`config.mk`:
```
export PLATFORM = sky130hd
export DESIGN_NAME = av_config_top
export DESIGN_NICKNAME = d
export VERILOG_FILES = /design/src/logic/av_init_pkg.sv /design/src/logic/av_config_top.sv /design/src/logic/av_init_rom.sv /design/src/logic/av_init_sequencer.sv /design/src/logic/codec_init_rom.sv /design/src/logic/decoder_init_rom.sv /design/src/logic/i2c_byte_writer.sv
export VERILOG_INCLUDE_DIRS = /design/src /design/src/include
export SDC_FILE = /design/constraint.sdc
export NUM_CORES = 1
export LEC_CHECK = 0
export BUFFER_PORTS_ARGS = -buffer_cell sky130_fd_sc_hd__buf_2
export CORE_MARGIN = 2
export CORE_UTILIZATION = 56
export CTS_CLUSTER_DIAMETER = 60
export CTS_CLUSTER_SIZE = 16
export DETAILED_ROUTE_END_ITERATION = 6
export PLACE_DENSITY = 0.77
export SKIP_CTS_REPAIR_TIMING = 1
export SLEW_MARGIN = 30
export SYNTH_ARGS = -nofsm -noshare
export SYNTH_HDL_FRONTEND = slang
export SYNTH_SLANG_ARGS = --single-unit
```
`constraint.sdc`:
```
create_clock -name clk -period 2.8 [get_ports clk]
set_input_delay 0.28 -clock clk [delete_from_list [all_inputs] [get_ports clk]]
set_output_delay 0.28 -clock clk [all_outputs]
set_load 0.02 [all_outputs]
```
`src/include/av_init_defines.svh`:
```
`ifndef AV_INIT_DEFINES_SVH
`define AV_INIT_DEFINES_SVH

// Bus write addresses, R/W bit already zero
`define AV_CODEC_DEV            8'h34
`define AV_DECODER_DEV          8'h40

// Audio codec register data, 9 bits each
`define AV_CODEC_LINE_IN_L      9'h01A
`define AV_CODEC_LINE_IN_R      9'h01A
`define AV_CODEC_LINE_OUT_L     9'h07B
`define AV_CODEC_LINE_OUT_R     9'h07B
`define AV_CODEC_ADC_PATH       9'h0F8
`define AV_CODEC_DAC_PATH       9'h006
`define AV_CODEC_POWER          9'h000
`define AV_CODEC_FORMAT         9'h001
`define AV_CODEC_SAMPLING       9'h002
`define AV_CODEC_ACTIVE         9'h001

// Video decoder writes, register in the upper byte and data in the lower
`define AV_DEC_INPUT_CTRL       16'h0040
`define AV_DEC_OUTPUT_CTRL      16'h030C
`define AV_DEC_EXT_OUTPUT_CTRL  16'h0445
`define AV_DEC_AUTODETECT       16'h0757
`define AV_DEC_BRIGHTNESS       16'h0A00
`define AV_DEC_HUE              16'h0B00
`define AV_DEC_ADI_CTRL         16'h0E00
`define AV_DEC_POWER_MGMT       16'h0F00
`define AV_DEC_CHROMA_GAIN_1    16'h2DF4
`define AV_DEC_CHROMA_GAIN_2    16'h2E00

// Table sizes
`define AV_CODEC_ENTRIES        10
`define AV_DECODER_ENTRIES      10
`define AV_INIT_ENTRIES         (`AV_CODEC_ENTRIES + `AV_DECODER_ENTRIES)
`define AV_ROM_ADDR_W           6

// clk cycles per quarter of a bus clock period
`define AV_I2C_QUARTER          4

`endif

```
`src/logic/av_init_pkg.sv`:
```
`default_nettype none

package av_init_pkg;

	// One init ROM word, always sent as three bytes MSB first
	// Both devices see byte 2 as the write address
	typedef union packed {
		// Codec packs a 7-bit register and 9 data bits
		// into the lower two bytes
		struct packed {
			logic [7:0] dev;
			logic [6:0] reg_addr;
			logic [8:0] data;
		} codec_view;

		// Decoder uses plain byte register and byte data
		struct packed {
			logic [7:0] dev;
			logic [7:0] reg_addr;
			logic [7:0] data;
		} decoder_view;
	} av_init_word_u;

endpackage

`default_nettype wire

```
`src/logic/av_config_top.sv`:
```
`timescale 1ns/1ns
`default_nettype none

`include "av_init_defines.svh"

module av_config_top
	import av_init_pkg::*;
(
	input  logic clk,
	input  logic rst_n,
	input  logic start,
	input  logic sda_in,
	output logic sclk,
	output logic sda_oe,
	output logic done,
	output logic ack_error
);

	logic [`AV_ROM_ADDR_W-1:0] rom_address;
	av_init_word_u             rom_data;
	logic                      send;
	logic                      busy;
	logic                      finished;
	logic                      acked;

	// Flat codec plus decoder table
	av_init_rom av_init_rom_i (
		.rom_address (rom_address),
		.rom_data    (rom_data)
	);

	// Walks the table, retries on no ack
	av_init_sequencer av_init_sequencer_i (
		.clk         (clk),
		.rst_n       (rst_n),
		.start       (start),
		.busy        (busy),
		.finished    (finished),
		.acked       (acked),
		.rom_address (rom_address),
		.send        (send),
		.done        (done),
		.ack_error   (ack_error)
	);

	// Two-wire bus writer, three bytes per word
	i2c_byte_writer i2c_byte_writer_i (
		.clk      (clk),
		.rst_n    (rst_n),
		.send     (send),
		.word     (rom_data),
		.busy     (busy),
		.finished (finished),
		.acked    (acked),
		.sclk     (sclk),
		.sda_oe   (sda_oe),
		.sda_in   (sda_in)
	);

endmodule

`default_nettype wire

```
`src/logic/av_init_rom.sv`:
```
`timescale 1ns/1ns
`default_nettype none

`include "av_init_defines.svh"

module av_init_rom
	import av_init_pkg::*;
(
	input  logic [`AV_ROM_ADDR_W-1:0] rom_address,
	output av_init_word_u             rom_data
);

	av_init_word_u codec_data;
	av_init_word_u decoder_data;

	// Audio codec, addresses 0 to 9
	codec_init_rom codec_init_rom_i (
		.rom_address (rom_address),
		.rom_data    (codec_data)
	);

	// Video decoder, addresses 10 to 19
	decoder_init_rom decoder_init_rom_i (
		.rom_address (rom_address),
		.rom_data    (decoder_data)
	);

	// Each table is zero outside its range, so OR gives one flat table
	assign rom_data = codec_data | decoder_data;

endmodule

`default_nettype wire

```
`src/logic/av_init_sequencer.sv`:
```
`timescale 1ns/1ns
`default_nettype none

`include "av_init_defines.svh"

module av_init_sequencer (
	input  logic                      clk,
	input  logic                      rst_n,
	input  logic                      start,
	input  logic                      busy,
	input  logic                      finished,
	input  logic                      acked,
	output logic [`AV_ROM_ADDR_W-1:0] rom_address,
	output logic                      send,
	output logic                      done,
	output logic                      ack_error
);

	// FSM encoding
	localparam logic [1:0] S_IDLE   = 2'd0;
	localparam logic [1:0] S_LAUNCH = 2'd1;
	localparam logic [1:0] S_WAIT   = 2'd2;
	localparam logic [1:0] S_SETTLE = 2'd3;

	logic [1:0] state;
	logic       last_entry;

	assign last_entry = (rom_address == (`AV_INIT_ENTRIES - 1));

	// Send pulse for one cycle in LAUNCH
	// A restart in that cycle suppresses it
	assign send = (state == S_LAUNCH) && !start;

	always_ff @(posedge clk) begin
		if (!rst_n) begin
			// Settle then launch entry 0, so the table runs after reset
			state       <= S_SETTLE;
			rom_address <= '0;
			done        <= 1'b0;
			ack_error   <= 1'b0;
		end else if (start && !busy) begin
			// Restart from the top of the table
			state       <= S_SETTLE;
			rom_address <= '0;
			done        <= 1'b0;
			ack_error   <= 1'b0;
		end else begin
			case (state)
				S_IDLE: begin
					state <= S_IDLE;
				end
				S_LAUNCH: begin
					state <= S_WAIT;
				end
				S_WAIT: begin
					if (finished) begin
						if (!acked) begin
							// Same address goes out again
							ack_error <= 1'b1;
							state     <= S_SETTLE;
						end else if (last_entry) begin
							done  <= 1'b1;
							state <= S_IDLE;
						end else begin
							rom_address <= rom_address + 1'b1;
							state       <= S_SETTLE;
						end
					end
				end
				// One spare cycle, next send lands two after finished
				S_SETTLE: begin
					state <= S_LAUNCH;
				end
				default: begin
					state <= S_IDLE;
				end
			endcase
		end
	end

endmodule

`default_nettype wire

```
`src/logic/codec_init_rom.sv`:
```
`timescale 1ns/1ns
`default_nettype none

`include "av_init_defines.svh"

module codec_init_rom
	import av_init_pkg::*;
(
	input  logic [`AV_ROM_ADDR_W-1:0] rom_address,
	output av_init_word_u             rom_data
);

	// Register number in [15:9], data in [8:0]
	logic [15:0] entry;

	// Codec table, register number follows the address
	always_comb begin
		case (rom_address)
			6'd0:    entry = {7'h00, `AV_CODEC_LINE_IN_L};
			6'd1:    entry = {7'h01, `AV_CODEC_LINE_IN_R};
			6'd2:    entry = {7'h02, `AV_CODEC_LINE_OUT_L};
			6'd3:    entry = {7'h03, `AV_CODEC_LINE_OUT_R};
			6'd4:    entry = {7'h04, `AV_CODEC_ADC_PATH};
			6'd5:    entry = {7'h05, `AV_CODEC_DAC_PATH};
			6'd6:    entry = {7'h06, `AV_CODEC_POWER};
			6'd7:    entry = {7'h07, `AV_CODEC_FORMAT};
			6'd8:    entry = {7'h08, `AV_CODEC_SAMPLING};
			// Activate last, after format and clocks are set
			6'd9:    entry = {7'h09, `AV_CODEC_ACTIVE};
			default: entry = '0;
		endcase
	end

	// Zero outside the codec range so the tables can be ORed
	always_comb begin
		rom_data = '0;
		if (rom_address < `AV_CODEC_ENTRIES) begin
			rom_data.codec_view.dev      = `AV_CODEC_DEV;
			rom_data.codec_view.reg_addr = entry[15:9];
			rom_data.codec_view.data     = entry[8:0];
		end
	end

endmodule

`default_nettype wire

```
`src/logic/decoder_init_rom.sv`:
```
`timescale 1ns/1ns
`default_nettype none

`include "av_init_defines.svh"

module decoder_init_rom
	import av_init_pkg::*;
(
	input  logic [`AV_ROM_ADDR_W-1:0] rom_address,
	output av_init_word_u             rom_data
);

	// Register byte over data byte
	logic [15:0] entry;
	logic        in_range;

	// Decoder entries sit right after the codec ones
	assign in_range = (rom_address >= `AV_CODEC_ENTRIES) &&
		(rom_address < (`AV_CODEC_ENTRIES + `AV_DECODER_ENTRIES));

	always_comb begin
		case (rom_address)
			// Input select first
			6'd10:   entry = `AV_DEC_INPUT_CTRL;
			6'd11:   entry = `AV_DEC_OUTPUT_CTRL;
			6'd12:   entry = `AV_DEC_EXT_OUTPUT_CTRL;
			6'd13:   entry = `AV_DEC_AUTODETECT;
			// Picture adjust left at neutral
			6'd14:   entry = `AV_DEC_BRIGHTNESS;
			6'd15:   entry = `AV_DEC_HUE;
			6'd16:   entry = `AV_DEC_ADI_CTRL;
			6'd17:   entry = `AV_DEC_POWER_MGMT;
			// Manual chroma gain pair
			6'd18:   entry = `AV_DEC_CHROMA_GAIN_1;
			6'd19:   entry = `AV_DEC_CHROMA_GAIN_2;
			default: entry = '0;
		endcase
	end

	always_comb begin
		rom_data = '0;
		if (in_range) begin
			rom_data.decoder_view.dev      = `AV_DECODER_DEV;
			rom_data.decoder_view.reg_addr = entry[15:8];
			rom_data.decoder_view.data     = entry[7:0];
		end
	end

endmodule

`default_nettype wire

```
`src/logic/i2c_byte_writer.sv`:
```
`timescale 1ns/1ns
`default_nettype none

`include "av_init_defines.svh"

module i2c_byte_writer
	import av_init_pkg::*;
(
	input  logic          clk,
	input  logic          rst_n,
	input  logic          send,
	input  av_init_word_u word,
	output logic          busy,
	output logic          finished,
	output logic          acked,
	output logic          sclk,
	output logic          sda_oe,
	input  logic          sda_in
);

	localparam int QW = $clog2(`AV_I2C_QUARTER + 1);

	// Bit periods: start, 27 data and ack, stop
	localparam logic [4:0] START_BIT = 5'd0;
	localparam logic [4:0] STOP_BIT  = 5'd28;
	// Ninth slot of each byte
	localparam logic [3:0] ACK_SLOT  = 4'd8;

	logic [QW-1:0] qcnt;
	logic [1:0]    quarter;
	logic [4:0]    bitno;
	logic [3:0]    slot;
	logic [23:0]   shift;
	logic          nack;
	logic          tick;
	logic          period_end;
	logic          in_data;

	// End of a quarter
	assign tick       = busy && (qcnt == QW'(`AV_I2C_QUARTER - 1));
	assign period_end = tick && (quarter == 2'd3);
	assign in_data    = (bitno != START_BIT) && (bitno != STOP_BIT);

	assign finished = period_end && (bitno == STOP_BIT);
	assign acked    = !nack;

	// Line levels per quarter
	always_comb begin
		// Idle, both lines released
		sclk   = 1'b1;
		sda_oe = 1'b0;
		if (busy) begin
			if (bitno == START_BIT) begin
				// SDA falls while SCL high, SCL drops in q3
				sclk   = (quarter != 2'd3);
				sda_oe = (quarter != 2'd0);
			end else if (bitno == STOP_BIT) begin
				// SDA rises in q2 while SCL high
				sclk   = (quarter != 2'd0);
				sda_oe = (quarter < 2'd2);
			end else begin
				// High in q1 and q2, data moves only at q0 while low
				sclk   = (quarter == 2'd1) || (quarter == 2'd2);
				sda_oe = (slot != ACK_SLOT) && !shift[23];
			end
		end
	end

	// Control state
	always_ff @(posedge clk) begin
		if (!rst_n) begin
			busy    <= 1'b0;
			qcnt    <= '0;
			quarter <= '0;
			bitno   <= '0;
			slot    <= '0;
			nack    <= 1'b0;
		end else if (!busy) begin
			if (send) begin
				busy    <= 1'b1;
				qcnt    <= '0;
				quarter <= '0;
				bitno   <= START_BIT;
				slot    <= '0;
				nack    <= 1'b0;
			end
		end else begin
			qcnt <= tick ? '0 : qcnt + 1'b1;
			if (tick) begin
				quarter <= quarter + 1'b1;
			end
			// Mid-high sample of each ack slot, high means no ack
			if (tick && (quarter == 2'd1) && in_data && (slot == ACK_SLOT) && sda_in) begin
				nack <= 1'b1;
			end
			if (period_end) begin
				if (bitno == STOP_BIT) begin
					busy <= 1'b0;
				end else begin
					bitno <= bitno + 1'b1;
				end
				if (in_data) begin
					slot <= (slot == ACK_SLOT) ? '0 : slot + 1'b1;
				end
			end
		end
	end

	// Payload, MSB out first
	always_ff @(posedge clk) begin
		if (!busy && send) begin
			shift <= word;
		end else if (period_end && in_data && (slot != ACK_SLOT)) begin
			shift <= {shift[22:0], 1'b0};
		end
	end

endmodule

`default_nettype wire

```
==> summary.txt <==
Synth
  – Most used DFF post-synth: dfxtp_1
  – Synthesis Warnings: 0
  – Synthesized net count: 354
  – Syn avg cell area: between 10 and 15 um^2
  – Async set-or-reset flop fraction in the synthesized netlist: 0
  – Synth Cell Area: 3350 um^2
  – EDFF count, synth: 24
  – Yosys top cell area share: 0.286
  – Yosys reg bits: 72
  – Largest area contributor in the netlist: dfxtp_1
  – Seq/Total Area, Yosys: 0.501
  – Unique masters post-synth: 58
  – Mapped Cells: 334
  – Area contributors post-synth: dfxtp_1 (29%), edfxtp_1 (21%), ha_1 (6.0%)

Hold path
  – Hold Path Class: input port to flip-flop
  – Hold path depth: 2
  – Hold Path End: i2c_byte_writer_i.bitno[0]
  – HP Start: rst_n

CTS
  – CTS Sinks: 72
  – Clock tree root buffer cell: clkbuf_8
  – CTS tree: built
  – Clock-pin slew on the worst setup and hold paths: around 80 ps
  – TritonCTS buffer count: 9
  – Worst skew pair latency: between 300 and 400 ps
  – H-tree Lvls: 3
  – Clock Path Buffers: 2

Global routing
  – Vias in the first global route: between 2k and 2.5k
  – Tot GR Track Use: 0.226
  – First-pass GRT wire length: 11.1 mm
  – Remaining Overflow, GRT: 0
  – Largest net degree at the start of global routing: 30
  – Initial antenna violation count: 0

Drt
  – Avg WL per Cell: around 15 um
  – Starting DRT DRC Count: 239
  – TritonRoute pass-1 iters: 5
  – Number of antenna-violating nets in the routed design: 0
  – DRC errors left: 0
  – Via-to-Cell Ratio: between 5 and 6
  – Total routed wirelength: between 6 and 7 mm
  – Vias: roughly 2.4k

Floorplan
  – Die X: 81.4 um
  – Core area: 5850 um^2
  – Initial core utilization: 0.573
  – Die ar.: around 6600 um^2
  – FP Rows: 28
  – I/O pin cnt: 8
  – Die Y: 81.4 um

Setup path
  – Worst EP required: 3030 ps
  – R2r setup slk: 170 ps
  – Critical path peak fanout: 8
  – Critical path startpoint category: flip-flop
  – Worst Setup End Kind: flip-flop
  – Arrival time worst endpoint: approximately 2900 ps
  – Reg-to-Reg Start: i2c_byte_writer_i.quarter[1]
  – Worst Path Class, Setup: flip-flop to flip-flop
  – FF-to-FF path depth: 11

Final layout
  – Finished layout cell area: 3770 um^2
  – Area delta synth->final: 12.3%
  – Commonest non-fill, non-tap cells in the layout: nor2_1 (48), dfxtp_1 (48), nand2_1 (36)
  – Final nets: between 300 and 400
  – Antenna diode count: 0
  – Layout cells sized above 1: 0.167
  – Filler cells: about 460

Timing
  – Hold Slack: 298 ps
  – Hold Fails Final Rpt: 0
  – Max-slew violations: 0
  – Final Setup Violations: 0
  – Final Skew: 9.03 ps
  – Slew margin rel.: 0.404
  – Setup TNS: 0 ps
  – Final worst-path setup slack: roughly 170 ps
  – Fmax achieved: 380 MHz
  – RSZ-0062 raised after global routing: false
  – Fin crit share: 0.940
  – Actual slew at the worst max-slew pin: 894 ps
  – Final min period: 2630 ps

Placed design
  – Port bufs: 7
  – Post-DP HPWL: 4.57 mm
  – RePlAce Congestion: 0.838
  – Pre-CTS setup slack: 59.9 ps
  – Post-DP Area: about 3500 um^2

Power
  – Worst vdd ir: 0.311 mV
  – Pwr/cell area: 533 nW/um^2
  – Overall Power: 0.00201 W
  – Leak: ~1.5 nW

Run status
  – Run status: finished, final reports clean

Flow run
  – Max-cap check violation count: 0
-- logic make-up (layout without fill, tap and decap cells) --
kind of cell,count (synthesis),after routing,synth area share
adders and majority gates,16,16,0.0597
muxes,2,2,0.00597
xor gates and xnor gates,8,8,0.0254
DFF,72,72,0.501
and+or+nand+nor,153,153,0.261
buffers and inverters,29,55,0.0351
AOI/OAI and AO/OA,54,54,0.112
-- cells in the mapped netlist (2+ instances only) --
master	count
mux2i_1	2
nor3b_1	3
nand4_4	2
nor2b_1	2
nand3_1	10
nor2_1	48
nor3_1	5
nand3b_1	4
clkbuf_1	8
and3_1	3
nand2_1	36
ha_1	16
inv_1	19
edfxtp_1	24
dfxtp_1	48
a21oi_1	9
nand4_1	5
nor4b_2	2
o21ai_0	11
a221oi_1	10
a211oi_1	2
and3b_1	2
xor2_1	4
nand2b_1	3
nand4b_1	2
o22ai_1	4
and2_1	13
xnor2_1	2
a21boi_0	4
a22oi_1	3
-- per-stage QoR --
stage               utilization  instances
floorplan                     -        334
global placement          0.604        418
detailed placement        0.604        418
CTS                       0.638        434
global route              0.644        435
finish                    0.644        435
-- layout make-up --
cell class,instances,area [um^2],share of cell area
Sequential cell,72,1680,0.446
Clock buffer,10,131,0.0349
Clock inverter,6,68.8,0.0183
Multi-Input combinational cell,233,1590,0.421
Tap cell,75,93.8,0.0249
Timing Repair Buffer,20,133,0.0352
Inverter,19,71.3,0.0189
-- how the worst max path moves through the flow --
| stage | start | to |
|---|---|---|
| after floorplan | i2c_byte_writer_i.quarter[1] | flip-flop |
| after global placement | i2c_byte_writer_i.quarter[1] | flip-flop |
| after detailed placement | i2c_byte_writer_i.quarter[0] | flip-flop |
| after CTS | i2c_byte_writer_i.quarter[1] | flip-flop |
| after global routing | i2c_byte_writer_i.quarter[1] | flip-flop |
| final | i2c_byte_writer_i.quarter[1] | flip-flop |
-- power by group --
group	total, W	internal, W	switching (W)
sequential	0.00111	0.00110	0.00000856
clock	0.000817	0.000425	0.000392
combinational	0.0000836	0.0000281	0.0000555
total	0.00201	0.00155	0.000456
-- worst max-delay path: stages, from the launching register on --
cell,delay (ps)
dfxtp_1,390
ha_2,290
nand4b_4,210
nor4b_4,290
nand2_1,150
mux2i_2,230
nand2b_4,210
inv_1,100
ha_1,220
o21ai_0,120
a21boi_0,230
o22ai_1,80
-- metal layers --
metal	track usage	vias to the layer above	wire length, um
met5	0	-	0
met4	0.112	0	99
met3	0.0333	8	242
met2	0.340	44	3060
met1	0.316	1137	3150
li1	-	1218	-
Power figures use the tool's default switching activity.
